`config.mk`:
```
export PLATFORM = sky130hd
export DESIGN_NAME = branch_predict_unit
export DESIGN_NICKNAME = d
export VERILOG_FILES = /design/src/hw/bp_pkg.sv /design/src/hw/branch_target_buffer.sv /design/src/hw/branch_correction_buffer.sv /design/src/hw/next_pc_select.sv /design/src/hw/branch_predict_unit.sv
export VERILOG_INCLUDE_DIRS = /design/src /design/src/hw
export SDC_FILE = /design/constraint.sdc
export NUM_CORES = 2
export LEC_CHECK = 0
export BUFFER_PORTS_ARGS = -buffer_cell sky130_fd_sc_hd__buf_2
export CORE_UTILIZATION = 63
export CTS_CLUSTER_SIZE = 14
export DETAILED_ROUTE_END_ITERATION = 10
export PLACE_DENSITY_LB_ADDON = 0.3
export RECOVER_POWER = 25
export SKIP_LAST_GASP = 1
export SYNTH_ARGS = -nofsm -noshare
export SYNTH_HDL_FRONTEND = slang
export SYNTH_HIERARCHICAL = 1
export SYNTH_SLANG_ARGS = --single-unit
```
`constraint.sdc`:
```
create_clock -name clk -period 8.3 [get_ports clk]
set_input_delay 0.415 -clock clk [delete_from_list [all_inputs] [get_ports clk]]
set_output_delay 0.415 -clock clk [all_outputs]
set_load 0.05 [all_outputs]
```
`src/hw/bp_settings.svh`:
```
`ifndef BP_SETTINGS_SVH
`define BP_SETTINGS_SVH

// Instruction address width
`define BP_ADDR_WIDTH 32

// Direct-mapped BTB geometry
`define BP_BTB_ENTRIES 8
`define BP_BTB_INDEX_BITS 3

// Fully associative correction buffer depth
`define BP_BCB_ENTRIES 8

// Byte step between sequential instructions
`define BP_INSTR_BYTES 4

// First fetch address out of reset
`define BP_RESET_PC 32'h0000_1000

`endif

```
`src/hw/bp_pkg.sv`:
```
`include "bp_settings.svh"

package bp_pkg;

    // Byte offset bits below the BTB index
    localparam int unsigned OFFSET_BITS = $clog2(`BP_INSTR_BYTES);

    typedef logic [`BP_ADDR_WIDTH-1:0] addr_t;
    typedef logic [`BP_BTB_INDEX_BITS-1:0] btb_index_t;
    typedef logic [`BP_ADDR_WIDTH-`BP_BTB_INDEX_BITS-OFFSET_BITS-1:0] btb_tag_t;
    typedef logic [1:0] counter_t;     // Upper bit set means predict taken
    typedef logic [$clog2(`BP_BCB_ENTRIES)-1:0] bcb_ptr_t;

    // BTB lookup result for the current fetch address
    typedef struct packed {
        logic  hit;
        logic  taken;
        addr_t target;
    } fetch_pred_t;

    // Branch outcome coming back from execute
    typedef struct packed {
        logic  valid;
        logic  branch;
        addr_t pc;
        addr_t target;
        logic  taken;
    } resolve_t;

endpackage

```
`src/hw/branch_target_buffer.sv`:
```
`timescale 1ns/1ns
`include "bp_settings.svh"

module branch_target_buffer (
    input  logic                clk,
    input  logic                reset,
    input  bp_pkg::addr_t       fetch_pc,
    input  bp_pkg::resolve_t    resolve,
    output bp_pkg::fetch_pred_t pred
);

    localparam bp_pkg::counter_t WEAK_NOT_TAKEN = 2'b01;
    localparam bp_pkg::counter_t WEAK_TAKEN     = 2'b10;
    localparam bp_pkg::counter_t STRONG_TAKEN   = 2'b11;
    localparam bp_pkg::counter_t STRONG_NOT     = 2'b00;
    localparam int unsigned      TAG_BITS       = $bits(bp_pkg::btb_tag_t);

    logic [`BP_BTB_ENTRIES-1:0] valid;
    bp_pkg::btb_tag_t           tags     [`BP_BTB_ENTRIES];
    bp_pkg::addr_t              targets  [`BP_BTB_ENTRIES];
    bp_pkg::counter_t           counters [`BP_BTB_ENTRIES];

    bp_pkg::btb_index_t fetch_idx;
    bp_pkg::btb_tag_t   fetch_tag;
    bp_pkg::btb_index_t upd_idx;
    bp_pkg::btb_tag_t   upd_tag;
    logic               upd_en;
    logic               upd_hit;
    bp_pkg::counter_t   cnt_next;

    // Split fetch and resolve addresses into set index and tag
    assign fetch_idx = fetch_pc[bp_pkg::OFFSET_BITS +: `BP_BTB_INDEX_BITS];
    assign fetch_tag = fetch_pc[`BP_ADDR_WIDTH-1 -: TAG_BITS];
    assign upd_idx   = resolve.pc[bp_pkg::OFFSET_BITS +: `BP_BTB_INDEX_BITS];
    assign upd_tag   = resolve.pc[`BP_ADDR_WIDTH-1 -: TAG_BITS];

    // Fetch-time lookup
    assign pred.hit    = valid[fetch_idx] && (tags[fetch_idx] == fetch_tag);
    assign pred.taken  = counters[fetch_idx][1];
    assign pred.target = targets[fetch_idx];

    assign upd_en  = resolve.valid && resolve.branch;
    assign upd_hit = valid[upd_idx] && (tags[upd_idx] == upd_tag);

    // Next counter value for the resolved set
    always_comb begin
        if (!upd_hit) begin
            cnt_next = resolve.taken ? WEAK_TAKEN : WEAK_NOT_TAKEN;   // Fresh allocation
        end else if (resolve.taken) begin
            if (counters[upd_idx] == STRONG_TAKEN) begin
                cnt_next = STRONG_TAKEN;
            end else begin
                cnt_next = counters[upd_idx] + 2'd1;
            end
        end else begin
            if (counters[upd_idx] == STRONG_NOT) begin
                cnt_next = STRONG_NOT;
            end else begin
                cnt_next = counters[upd_idx] - 2'd1;
            end
        end
    end

    always_ff @(posedge clk) begin
        if (reset) begin
            valid <= '0;
        end else if (upd_en) begin
            valid[upd_idx] <= 1'b1;
        end
    end

    // Tag, target and counter written on every resolved branch
    always_ff @(posedge clk) begin
        if (upd_en) begin
            tags[upd_idx]     <= upd_tag;
            targets[upd_idx]  <= resolve.target;
            counters[upd_idx] <= cnt_next;
        end
    end

endmodule

```
`src/hw/branch_correction_buffer.sv`:
```
`timescale 1ns/1ns
`include "bp_settings.svh"

module branch_correction_buffer (
    input  logic                clk,
    input  logic                reset,
    input  bp_pkg::addr_t       fetch_pc,
    input  bp_pkg::fetch_pred_t pred,
    input  bp_pkg::resolve_t    resolve,
    output logic                mispredict,
    output bp_pkg::addr_t       redirect_pc
);

    logic [`BP_BCB_ENTRIES-1:0] valid;
    logic [`BP_BCB_ENTRIES-1:0] taken_q;
    bp_pkg::addr_t              pcs      [`BP_BCB_ENTRIES];
    bp_pkg::addr_t              reverses [`BP_BCB_ENTRIES];
    bp_pkg::bcb_ptr_t           rr_ptr;     // Round-robin victim when full

    logic             wr_match;
    bp_pkg::bcb_ptr_t wr_idx;
    logic             free_found;
    bp_pkg::bcb_ptr_t free_idx;
    logic             chk_match;
    bp_pkg::bcb_ptr_t chk_idx;
    bp_pkg::bcb_ptr_t alloc_idx;
    bp_pkg::bcb_ptr_t slot;
    bp_pkg::addr_t    reverse_new;

    // Searches run from the top down so the lowest slot wins
    always_comb begin
        wr_match   = 1'b0;
        wr_idx     = '0;
        free_found = 1'b0;
        free_idx   = '0;
        chk_match  = 1'b0;
        chk_idx    = '0;
        for (int i = `BP_BCB_ENTRIES - 1; i >= 0; i--) begin
            if (valid[i] && (pcs[i] == fetch_pc)) begin
                wr_match = 1'b1;
                wr_idx   = bp_pkg::bcb_ptr_t'(i);
            end
            if (!valid[i]) begin
                free_found = 1'b1;
                free_idx   = bp_pkg::bcb_ptr_t'(i);
            end
            if (valid[i] && (pcs[i] == resolve.pc)) begin
                chk_match = 1'b1;
                chk_idx   = bp_pkg::bcb_ptr_t'(i);
            end
        end
    end

    assign alloc_idx = free_found ? free_idx : rr_ptr;
    assign slot      = wr_match ? wr_idx : alloc_idx;

    // Address to fall back to if the prediction turns out wrong
    assign reverse_new = pred.taken ? fetch_pc + bp_pkg::addr_t'(`BP_INSTR_BYTES)
                                    : pred.target;

    always_ff @(posedge clk) begin
        if (reset) begin
            valid  <= '0;
            rr_ptr <= '0;
        end else if (pred.hit) begin
            valid[slot] <= 1'b1;
            if (!wr_match) begin
                rr_ptr <= rr_ptr + bp_pkg::bcb_ptr_t'(1);   // Wraps at the buffer depth
            end
        end
    end

    always_ff @(posedge clk) begin
        if (pred.hit) begin
            pcs[slot]      <= fetch_pc;
            taken_q[slot]  <= pred.taken;
            reverses[slot] <= reverse_new;
        end
    end

    // Execute-side check against the recorded direction
    assign mispredict = resolve.valid && resolve.branch && chk_match
                        && (taken_q[chk_idx] != resolve.taken);
    assign redirect_pc = chk_match ? reverses[chk_idx] : '0;

endmodule

```
`src/hw/next_pc_select.sv`:
```
`timescale 1ns/1ns
`include "bp_settings.svh"

module next_pc_select (
    input  logic                clk,
    input  logic                reset,
    input  bp_pkg::fetch_pred_t pred,
    input  logic                mispredict,
    input  bp_pkg::addr_t       redirect_pc,
    output bp_pkg::addr_t       fetch_pc
);

    bp_pkg::addr_t next_pc;
    bp_pkg::addr_t seq_pc;

    assign seq_pc = fetch_pc + bp_pkg::addr_t'(`BP_INSTR_BYTES);

    // Redirect beats the predicted target, which beats fall-through
    always_comb begin
        if (mispredict) begin
            next_pc = redirect_pc;
        end else if (pred.hit && pred.taken) begin
            next_pc = pred.target;
        end else begin
            next_pc = seq_pc;
        end
    end

    always_ff @(posedge clk) begin
        if (reset) begin
            fetch_pc <= `BP_RESET_PC;
        end else begin
            fetch_pc <= next_pc;
        end
    end

endmodule

```
`src/hw/branch_predict_unit.sv`:
```
`timescale 1ns/1ns

module branch_predict_unit (
    input  logic             clk,
    input  logic             reset,
    input  bp_pkg::resolve_t resolve,
    output bp_pkg::addr_t    fetch_pc,
    output logic             mispredict,
    output bp_pkg::addr_t    redirect_pc
);

    bp_pkg::fetch_pred_t pred;   // BTB result for the current fetch

    branch_target_buffer u_branch_target_buffer (
        .clk      (clk),
        .reset    (reset),
        .fetch_pc (fetch_pc),
        .resolve  (resolve),
        .pred     (pred)
    );

    // Records reverse addresses at fetch and checks them at execute
    branch_correction_buffer u_branch_correction_buffer (
        .clk         (clk),
        .reset       (reset),
        .fetch_pc    (fetch_pc),
        .pred        (pred),
        .resolve     (resolve),
        .mispredict  (mispredict),
        .redirect_pc (redirect_pc)
    );

    next_pc_select u_next_pc_select (
        .clk         (clk),
        .reset       (reset),
        .pred        (pred),
        .mispredict  (mispredict),
        .redirect_pc (redirect_pc),
        .fetch_pc    (fetch_pc)
    );

endmodule

```
# --- Yosys cells after proc, flatten, opt, wreduce, memory -nomap -nowiden ---
# Memories as Yosys holds them, arrays and structs flattened. A register that Yosys moved wholly into a read port is not among the register bits.
# Cells that the tools add are included.
op_classes:
  n_mul: 0
  shifts: 0
  div: 0
  eq_ne: 20
  addsub: 4
  mux: 77
  n_bitwise: 3
  order_cmp: 6
  reduce_logical: 26
op_table:
  columns: ["op", "count"]
  rows:
  - ["32-bit == test", 16]
  - ["32-bit 2-to-1 mux", 4]
  - ["3-bit 2-to-1 mux", 29]
  - ["27-bit == test", 2]
  - ["1-bit 2-to-1 mux", 33]
  - ["32-bit by 3-bit adder with 32-bit output, second input constant", 1]
  - ["1-bit logical AND", 24]
  - ["3-bit by 4-bit less-than comparator with 1-bit output, second input constant", 4]
  - ["8-bit OR", 2]
  - ["2-bit 2-to-1 mux", 5]
  - ["1-bit binary-select mux with 3-bit select", 3]
  - ["8-bit bitwise mux", 1]
  - ["1-bit demux with 3-bit select", 2]
  - ["3-bit by 1-bit greater-or-equal comparator with 1-bit output, second input constant", 2]
  - ["3-bit by 1-bit adder with 3-bit output, second input constant", 1]
  - ["2-bit by 1-bit adder with 2-bit output, second input constant", 1]
  - ["2-bit == test, second input constant", 1]
  - ["2-bit logical NOT", 1]
  - ["2-bit AND reduction", 1]
  - ["2-bit by 1-bit subtractor with 2-bit output, second input constant", 1]
  - ["1-bit inequality test", 1]
  - ["1-bit inverter", 1]
word_totals:
  n_memories: 5
  input_bits: 69
  wordCells: 146
  latch_bits: 0
  mem_bits_ro: 0
  regBits: 59
  mem_bits_rw: 1000
  output_inout_bits: 65
mem_list:
  columns: ["name", "depth", "word_bits", "rd", "rd_ports_with_merged_regs", "wr", "line_no", "source"]
  rows:
  - ["u_branch_correction_buffer.pcs", 8, 32, 8, 0, 1, "branch_correction_buffer.sv:16", "bp_pkg::addr_t pcs [`BP_BCB_ENTRIES];"]
  - ["u_branch_correction_buffer.reverses", 8, 32, 1, 0, 1, "branch_correction_buffer.sv:17", "bp_pkg::addr_t reverses [`BP_BCB_ENTRIES];"]
  - ["u_branch_target_buffer.targets", 8, 32, 1, 1, 1, "branch_target_buffer.sv:20", "bp_pkg::addr_t targets [`BP_BTB_ENTRIES];"]
  - ["u_branch_target_buffer.tags", 8, 27, 2, 1, 1, "branch_target_buffer.sv:19", "bp_pkg::btb_tag_t tags [`BP_BTB_ENTRIES];"]
  - ["u_branch_target_buffer.counters", 8, 2, 2, 1, 1, "branch_target_buffer.sv:21", "bp_pkg::counter_t counters [`BP_BTB_ENTRIES];"]

# --- Logic depth before layout (Yosys ltp) ---
logic_depth:
  depth_word: 16
  depth_mapped: 18
  mapped_depth_nobuf: 14

# --- Cells and area by module ---
# Netlist, hierarchy kept.
modules_own_cells:
  columns: ["mod", "seq_area_each_um2", "instances", "area_per_inst_um2", "cells_per_inst"]
  rows:
  - ["branch_correction_buffer", 15835.2, 1, 26284.0, 1988]
  - ["branch_target_buffer", 14814.2, 1, 21100.2, 1016]
  - ["next_pc_select", 640.6, 1, 2004.4, 253]

# --- Worst setup path before layout ---
# OpenSTA, ideal clock, no wires.
synth_path:
  path_kind: "register -> register"
  start: "register u_next_pc_select.fetch_pc[2]"
  end: "memory u_branch_correction_buffer/pcs[4][0] (netlist name) (enable)"
  path_buffers: 2
  slack_ps: 1400
  path_stages_with_launch: 14
  t_arrival_ps: 6411
  t_required_ps: 7812
  period_less_slack_ps: 6900
  setup_time_ps: 488
  path_cell_list: "dfxtp_1 -> buf_2 -> buf_2 -> mux4_2 -> mux2i_1 -> xnor2_1 -> nor4_1 -> nand3_1 -> nor4_1 -> inv_1 -> or3_1 -> nor2b_1 -> nand2_1 -> nor2_1"
synth_rtl:
  columns: ["item", "line_no", "source"]
  rows:
  - ["start, declared", "next_pc_select.sv:10", "output bp_pkg::addr_t fetch_pc"]
  - ["start signal, assigned", "next_pc_select.sv:31", "fetch_pc <= `BP_RESET_PC;"]
  - ["start signal, assigned", "next_pc_select.sv:33", "fetch_pc <= next_pc;"]
  - ["end, declared", "branch_correction_buffer.sv:16", null]

# --- Worst setup path after layout ---
layout_path:
  start: "input port resolve[40] (netlist name)"
  end: "output port mispredict"
layout_between:
  elab_chain_len: 14
  word_cells_on_any_way: 37
  cone_classes: "eq/ne: 9; mux: 18; reduce/logical: 10"
layout_lines:
  columns: ["item", "line_no", "source"]
  rows:
  - ["start, declared", "branch_predict_unit.sv:6", "input bp_pkg::resolve_t resolve,"]
  - ["32-bit == test", "branch_correction_buffer.sv:47", "if (valid[i] && (pcs[i] == resolve.pc)) begin"]
  - ["1-bit logical AND", "branch_correction_buffer.sv:47", null]
  - ["3-bit 2-to-1 mux (8 in series)", "branch_correction_buffer.sv:47", null]
  - ["1-bit binary-select mux with 3-bit select", "branch_correction_buffer.sv:83", "&& (taken_q[chk_idx] != resolve.taken);"]
  - ["1-bit 2-to-1 mux (implied by the code)", "branch_correction_buffer.sv:83", null]
  - ["1-bit inequality test", "branch_correction_buffer.sv:83", null]
  - ["1-bit logical AND *", "branch_correction_buffer.sv:83", null]
  - ["end, declared", "branch_predict_unit.sv:8", "output logic mispredict,"]
# Every way passes the cells marked *; elsewhere a longest branch is shown, timed or not. The select of a mux whose other input is x is not followed.

==> flow_summary_export.csv <==
group,metric,value,unit
cts,htreeDepth,3,
worst_setup_path,rr_worst_depth,13,
cts,clkTransAtPathRegs,70,ps
grt,grt_max_degree,129,
worst_setup_path,worstReg2RegEnd,"u_branch_correction_buffer/reverses[7][0]",
yosys,ys_seq_area_share,63.4,%
drt,drc_errors,0,
finish,synthToLayoutAreaGrowth,11.3,%
pwr,p_leak,18.8,nW
cts,cts-root-buf,"clkbuf_16",
cts,cts_tree,"done",
sta,fin_crit,7000,ps
worst_setup_path,arrival,6580,ps
grt,grt_pass1_vias,31300,
drt,wl,153,mm
yosys,syn-instance-count,3257,
worst_setup_path,endpoint_kind,"output pin",
worst_setup_path,start_kind,"input port",
drt,wl_per_cell,33.5,um
sta,finalMaxSlewViolations,442,
yosys,ys.warnings.count,6,
grt,grt-busiest-layer,"met2",
run,drv_cap,24,
floorplanning,dieArea,79500,um^2
sta,worst_pin_slew,2060,ps
drt,vias,31800,
worst_setup_path,cp_max_fo,43,
floorplanning,row_count,102,
pwr,ir_worst_vdd,0.000250,V
grt,antenna_found_initial,10,
floorplanning,die_w,282,um
run_status,violations,"capacitance limit, slew limit",
pwr,powerDensity,209,nW/um^2
place,gp_congestion,0.954,
cts,clockBufferDepth,3,
grt,grt.total_usage,38.6,%
drt,routed_via_density,6.97,
yosys,ys_types,79,
worst_setup_path,rr_startpoint,"u_next_pc_select/fetch_pc[2]",
worst_setup_path,cp-startpoint,"resolve[40]",
yosys,synthFlopType,"edfxtp_1",
sta,rsz0062_at_grt,"no",
finish,nFillCells,5034,
grt,grt_pass1_wl,216,mm
worst_setup_path,cp.required,7890,ps
drt,drt_iter0_drc,4589,
worst_setup_path,crit_family,"buffers and inverters",
finish,final_common_cell,"edfxtp_1",
worst_setup_path,path_buf_inv,4,
cts,clkSinkCount,1059,
finish,layout-drive-gt1-share,16.6,%
floorplanning,core-area,77500,um^2
cts,cts_made_buffers,106,
sta,finClkSkew,76.8,ps
drt,ant_nets,0,
yosys,synth_edf_count,1008,
yosys,synthArstFlopShare,0,%
worst_setup_path,setup.worst_path.end,"mispredict",
floorplanning,start_util,63.8,%
place,hpwl,93.6,mm
grt,gr-usage-met2,59.9,%
worst_setup_path,crit_cells,13,
cts,clock_latency,720,ps
worst_setup_path,critPathSlowestCell,"clkbuf_1",
worst_setup_path,crit_top_cell,"clkbuf_1",
grt,grt_overflow_total,0,
finish,layout_common_cells,"edfxtp_1 (1008), xor2_1 (462), mux4_2 (153), nor4_1 (150), xnor2_1 (149)",
worst_setup_path,critPathMaxStageDelay,1340,ps
grt,grt_use_met1,52.4,%
place,port_buffers,133,
grt,use_met3,9.04,%
sta,slew_headroom,-37.7,%
cts,post-cts-setup-buffers,0,
sta,setup-tns-final,0,ps
finish,num-nets-final,3509,
hold_path,hold_class,"input port to flop",
yosys,synth_nets,3329,
sta,hold_violations,0,
worst_setup_path,criticalPathCategory,"input port to output pin",
worst_setup_path,crit_path_cell_trace,"clkbuf_1, clkbuf_1, xor2_1, nor4_1, nand4_1, or4_1, nand3_2, buf_4, a31o_2, nor2_1, mux2_1, o311a_2, buf_2",
yosys,syn_avg_cell_area,15.2,um^2
worst_setup_path,r2r_slack,2070,ps
floorplanning,ios,134,
run_status,status,"finished, violations left",
floorplanning,fp.dieH,282,um
sta,period_share,84.3,%
sta,setup_viol,0,
yosys,synthesis.area,49400,um^2
sta,holdWs,368,ps
sta,max_freq,143,MHz
finish,utilization,70.9,%
yosys,ys_ff_latch,1059,
drt,first_pass_iters,6,
-- registers in the layout (all words and copies together) (netlist names) --
register,count
u_branch_correction_buffer/pcs,256
u_branch_correction_buffer/reverses,256
u_branch_correction_buffer/rr_ptr,3
u_branch_correction_buffer/taken_q,8
u_branch_correction_buffer/valid,8
u_branch_target_buffer/counters,16
u_branch_target_buffer/tags,216
u_branch_target_buffer/targets,256
u_branch_target_buffer/valid,8
u_next_pc_select/fetch_pc,32
-- stage by stage --
step	power [W]	worst slack [ps]	area (um^2)	cells
3_5_place_dp	0.00682	1990	51300	4337
6_report	0.0115	1300	54900	4567
3_3_place_gp	0.00680	2060	51300	4337
5_1_grt	0.0117	1090	54900	4561
4_1_cts	0.0115	2140	55100	4560
2_1_floorplan	0.00654	1400	49400	3257
-- what timing repair did --
action,CTS,global route
hold buffers,32,0
hold endpoints to repair,256,0
gates resized for setup,0,0
-- cell families after synthesis --
family                     after synthesis  share of synthesized area (%)
AOI/OAI and AO/OA                      252                           3.37
xor gates and xnor gates               611                           10.8
adders and majority gates                3                         0.0760
buffers and inverters                  204                           1.97
DFF                                   1059                           63.4
muxes                                  412                           12.7
and+or+nand+nor                        716                           7.66
-- power breakdown --
part / internal (W) / total (W) / switching (W) / leakage (nW)
registers: 0.00593 / 0.00598 / 0.0000443 / 9.67
logic: 0.000264 / 0.000785 / 0.000520 / 7.40
clock network: 0.00262 / 0.00473 / 0.00211 / 1.68
-- how the worst min path moves through the flow --
stage / from / endpoint / slack, ps / depth (start not counted)
after floorplan: u_branch_target_buffer/valid[5] / u_branch_target_buffer/valid[5] / 450 / 2
after global placement: u_branch_target_buffer/valid[0] / u_branch_target_buffer/valid[0] / 470 / 2
after detailed placement: u_branch_target_buffer/valid[2] / u_branch_target_buffer/valid[2] / 490 / 2
after CTS: resolve[62] / u_branch_target_buffer/tags[0][24] / 130 / 1
after global routing: resolve[0] / u_branch_target_buffer/counters[3][1] / 360 / 2
final: resolve[0] / u_branch_target_buffer/counters[0][1] / 370 / 2
-- synth_stat cells (8+ instances only) --
cell | instances | share of area [%]
a21oi_1 | 54 | 0.55
a22oi_1 | 13 | 0.20
and3_1 | 22 | 0.28
and4_1 | 8 | 0.14
buf_1 | 36 | 0.27
buf_2 | 53 | 0.54
buf_4 | 19 | 0.29
clkbuf_1 | 67 | 0.51
dfxtp_1 | 51 | 2.1
edfxtp_1 | 1008 | 61
inv_1 | 20 | 0.15
mux2_1 | 33 | 0.75
mux2_2 | 77 | 1.8
mux2i_1 | 142 | 2.9
mux4_2 | 153 | 7.0
nand2_1 | 135 | 1.0
nand2b_1 | 15 | 0.19
nand3_1 | 52 | 0.53
nand4_1 | 66 | 0.84
nand4b_1 | 9 | 0.16
nor2_1 | 147 | 1.1
nor2b_1 | 19 | 0.24
nor3_1 | 52 | 0.53
nor4_1 | 150 | 1.9
o211ai_1 | 36 | 0.55
o21ai_0 | 22 | 0.22
o21ai_1 | 57 | 0.58
o22ai_1 | 10 | 0.13
or3_1 | 9 | 0.11
xnor2_1 | 149 | 2.6
xor2_1 | 462 | 8.2
-- routing by layer --
layer	wire [um]	part of all wire (%)
met4	7450	4.9
met2	70700	46
met3	17700	12
met1	57200	37
met5	56	0.037
-- area by class of cell --
cell class / count / area (um^2) / area share, %
Antenna cell: 7 / 17.5 / 0.0319
Clock buffer: 131 / 2830 / 5.14
Clock inverter: 60 / 607 / 1.10
Inverter: 21 / 78.8 / 0.143
Multi-Input combinational cell: 1994 / 17200 / 31.4
Sequential cell: 1059 / 31300 / 57.0
Tap cell: 1040 / 1300 / 2.37
Timing Repair Buffer: 255 / 1570 / 2.85
No activity file was read; power rests on OpenSTA's default activity.
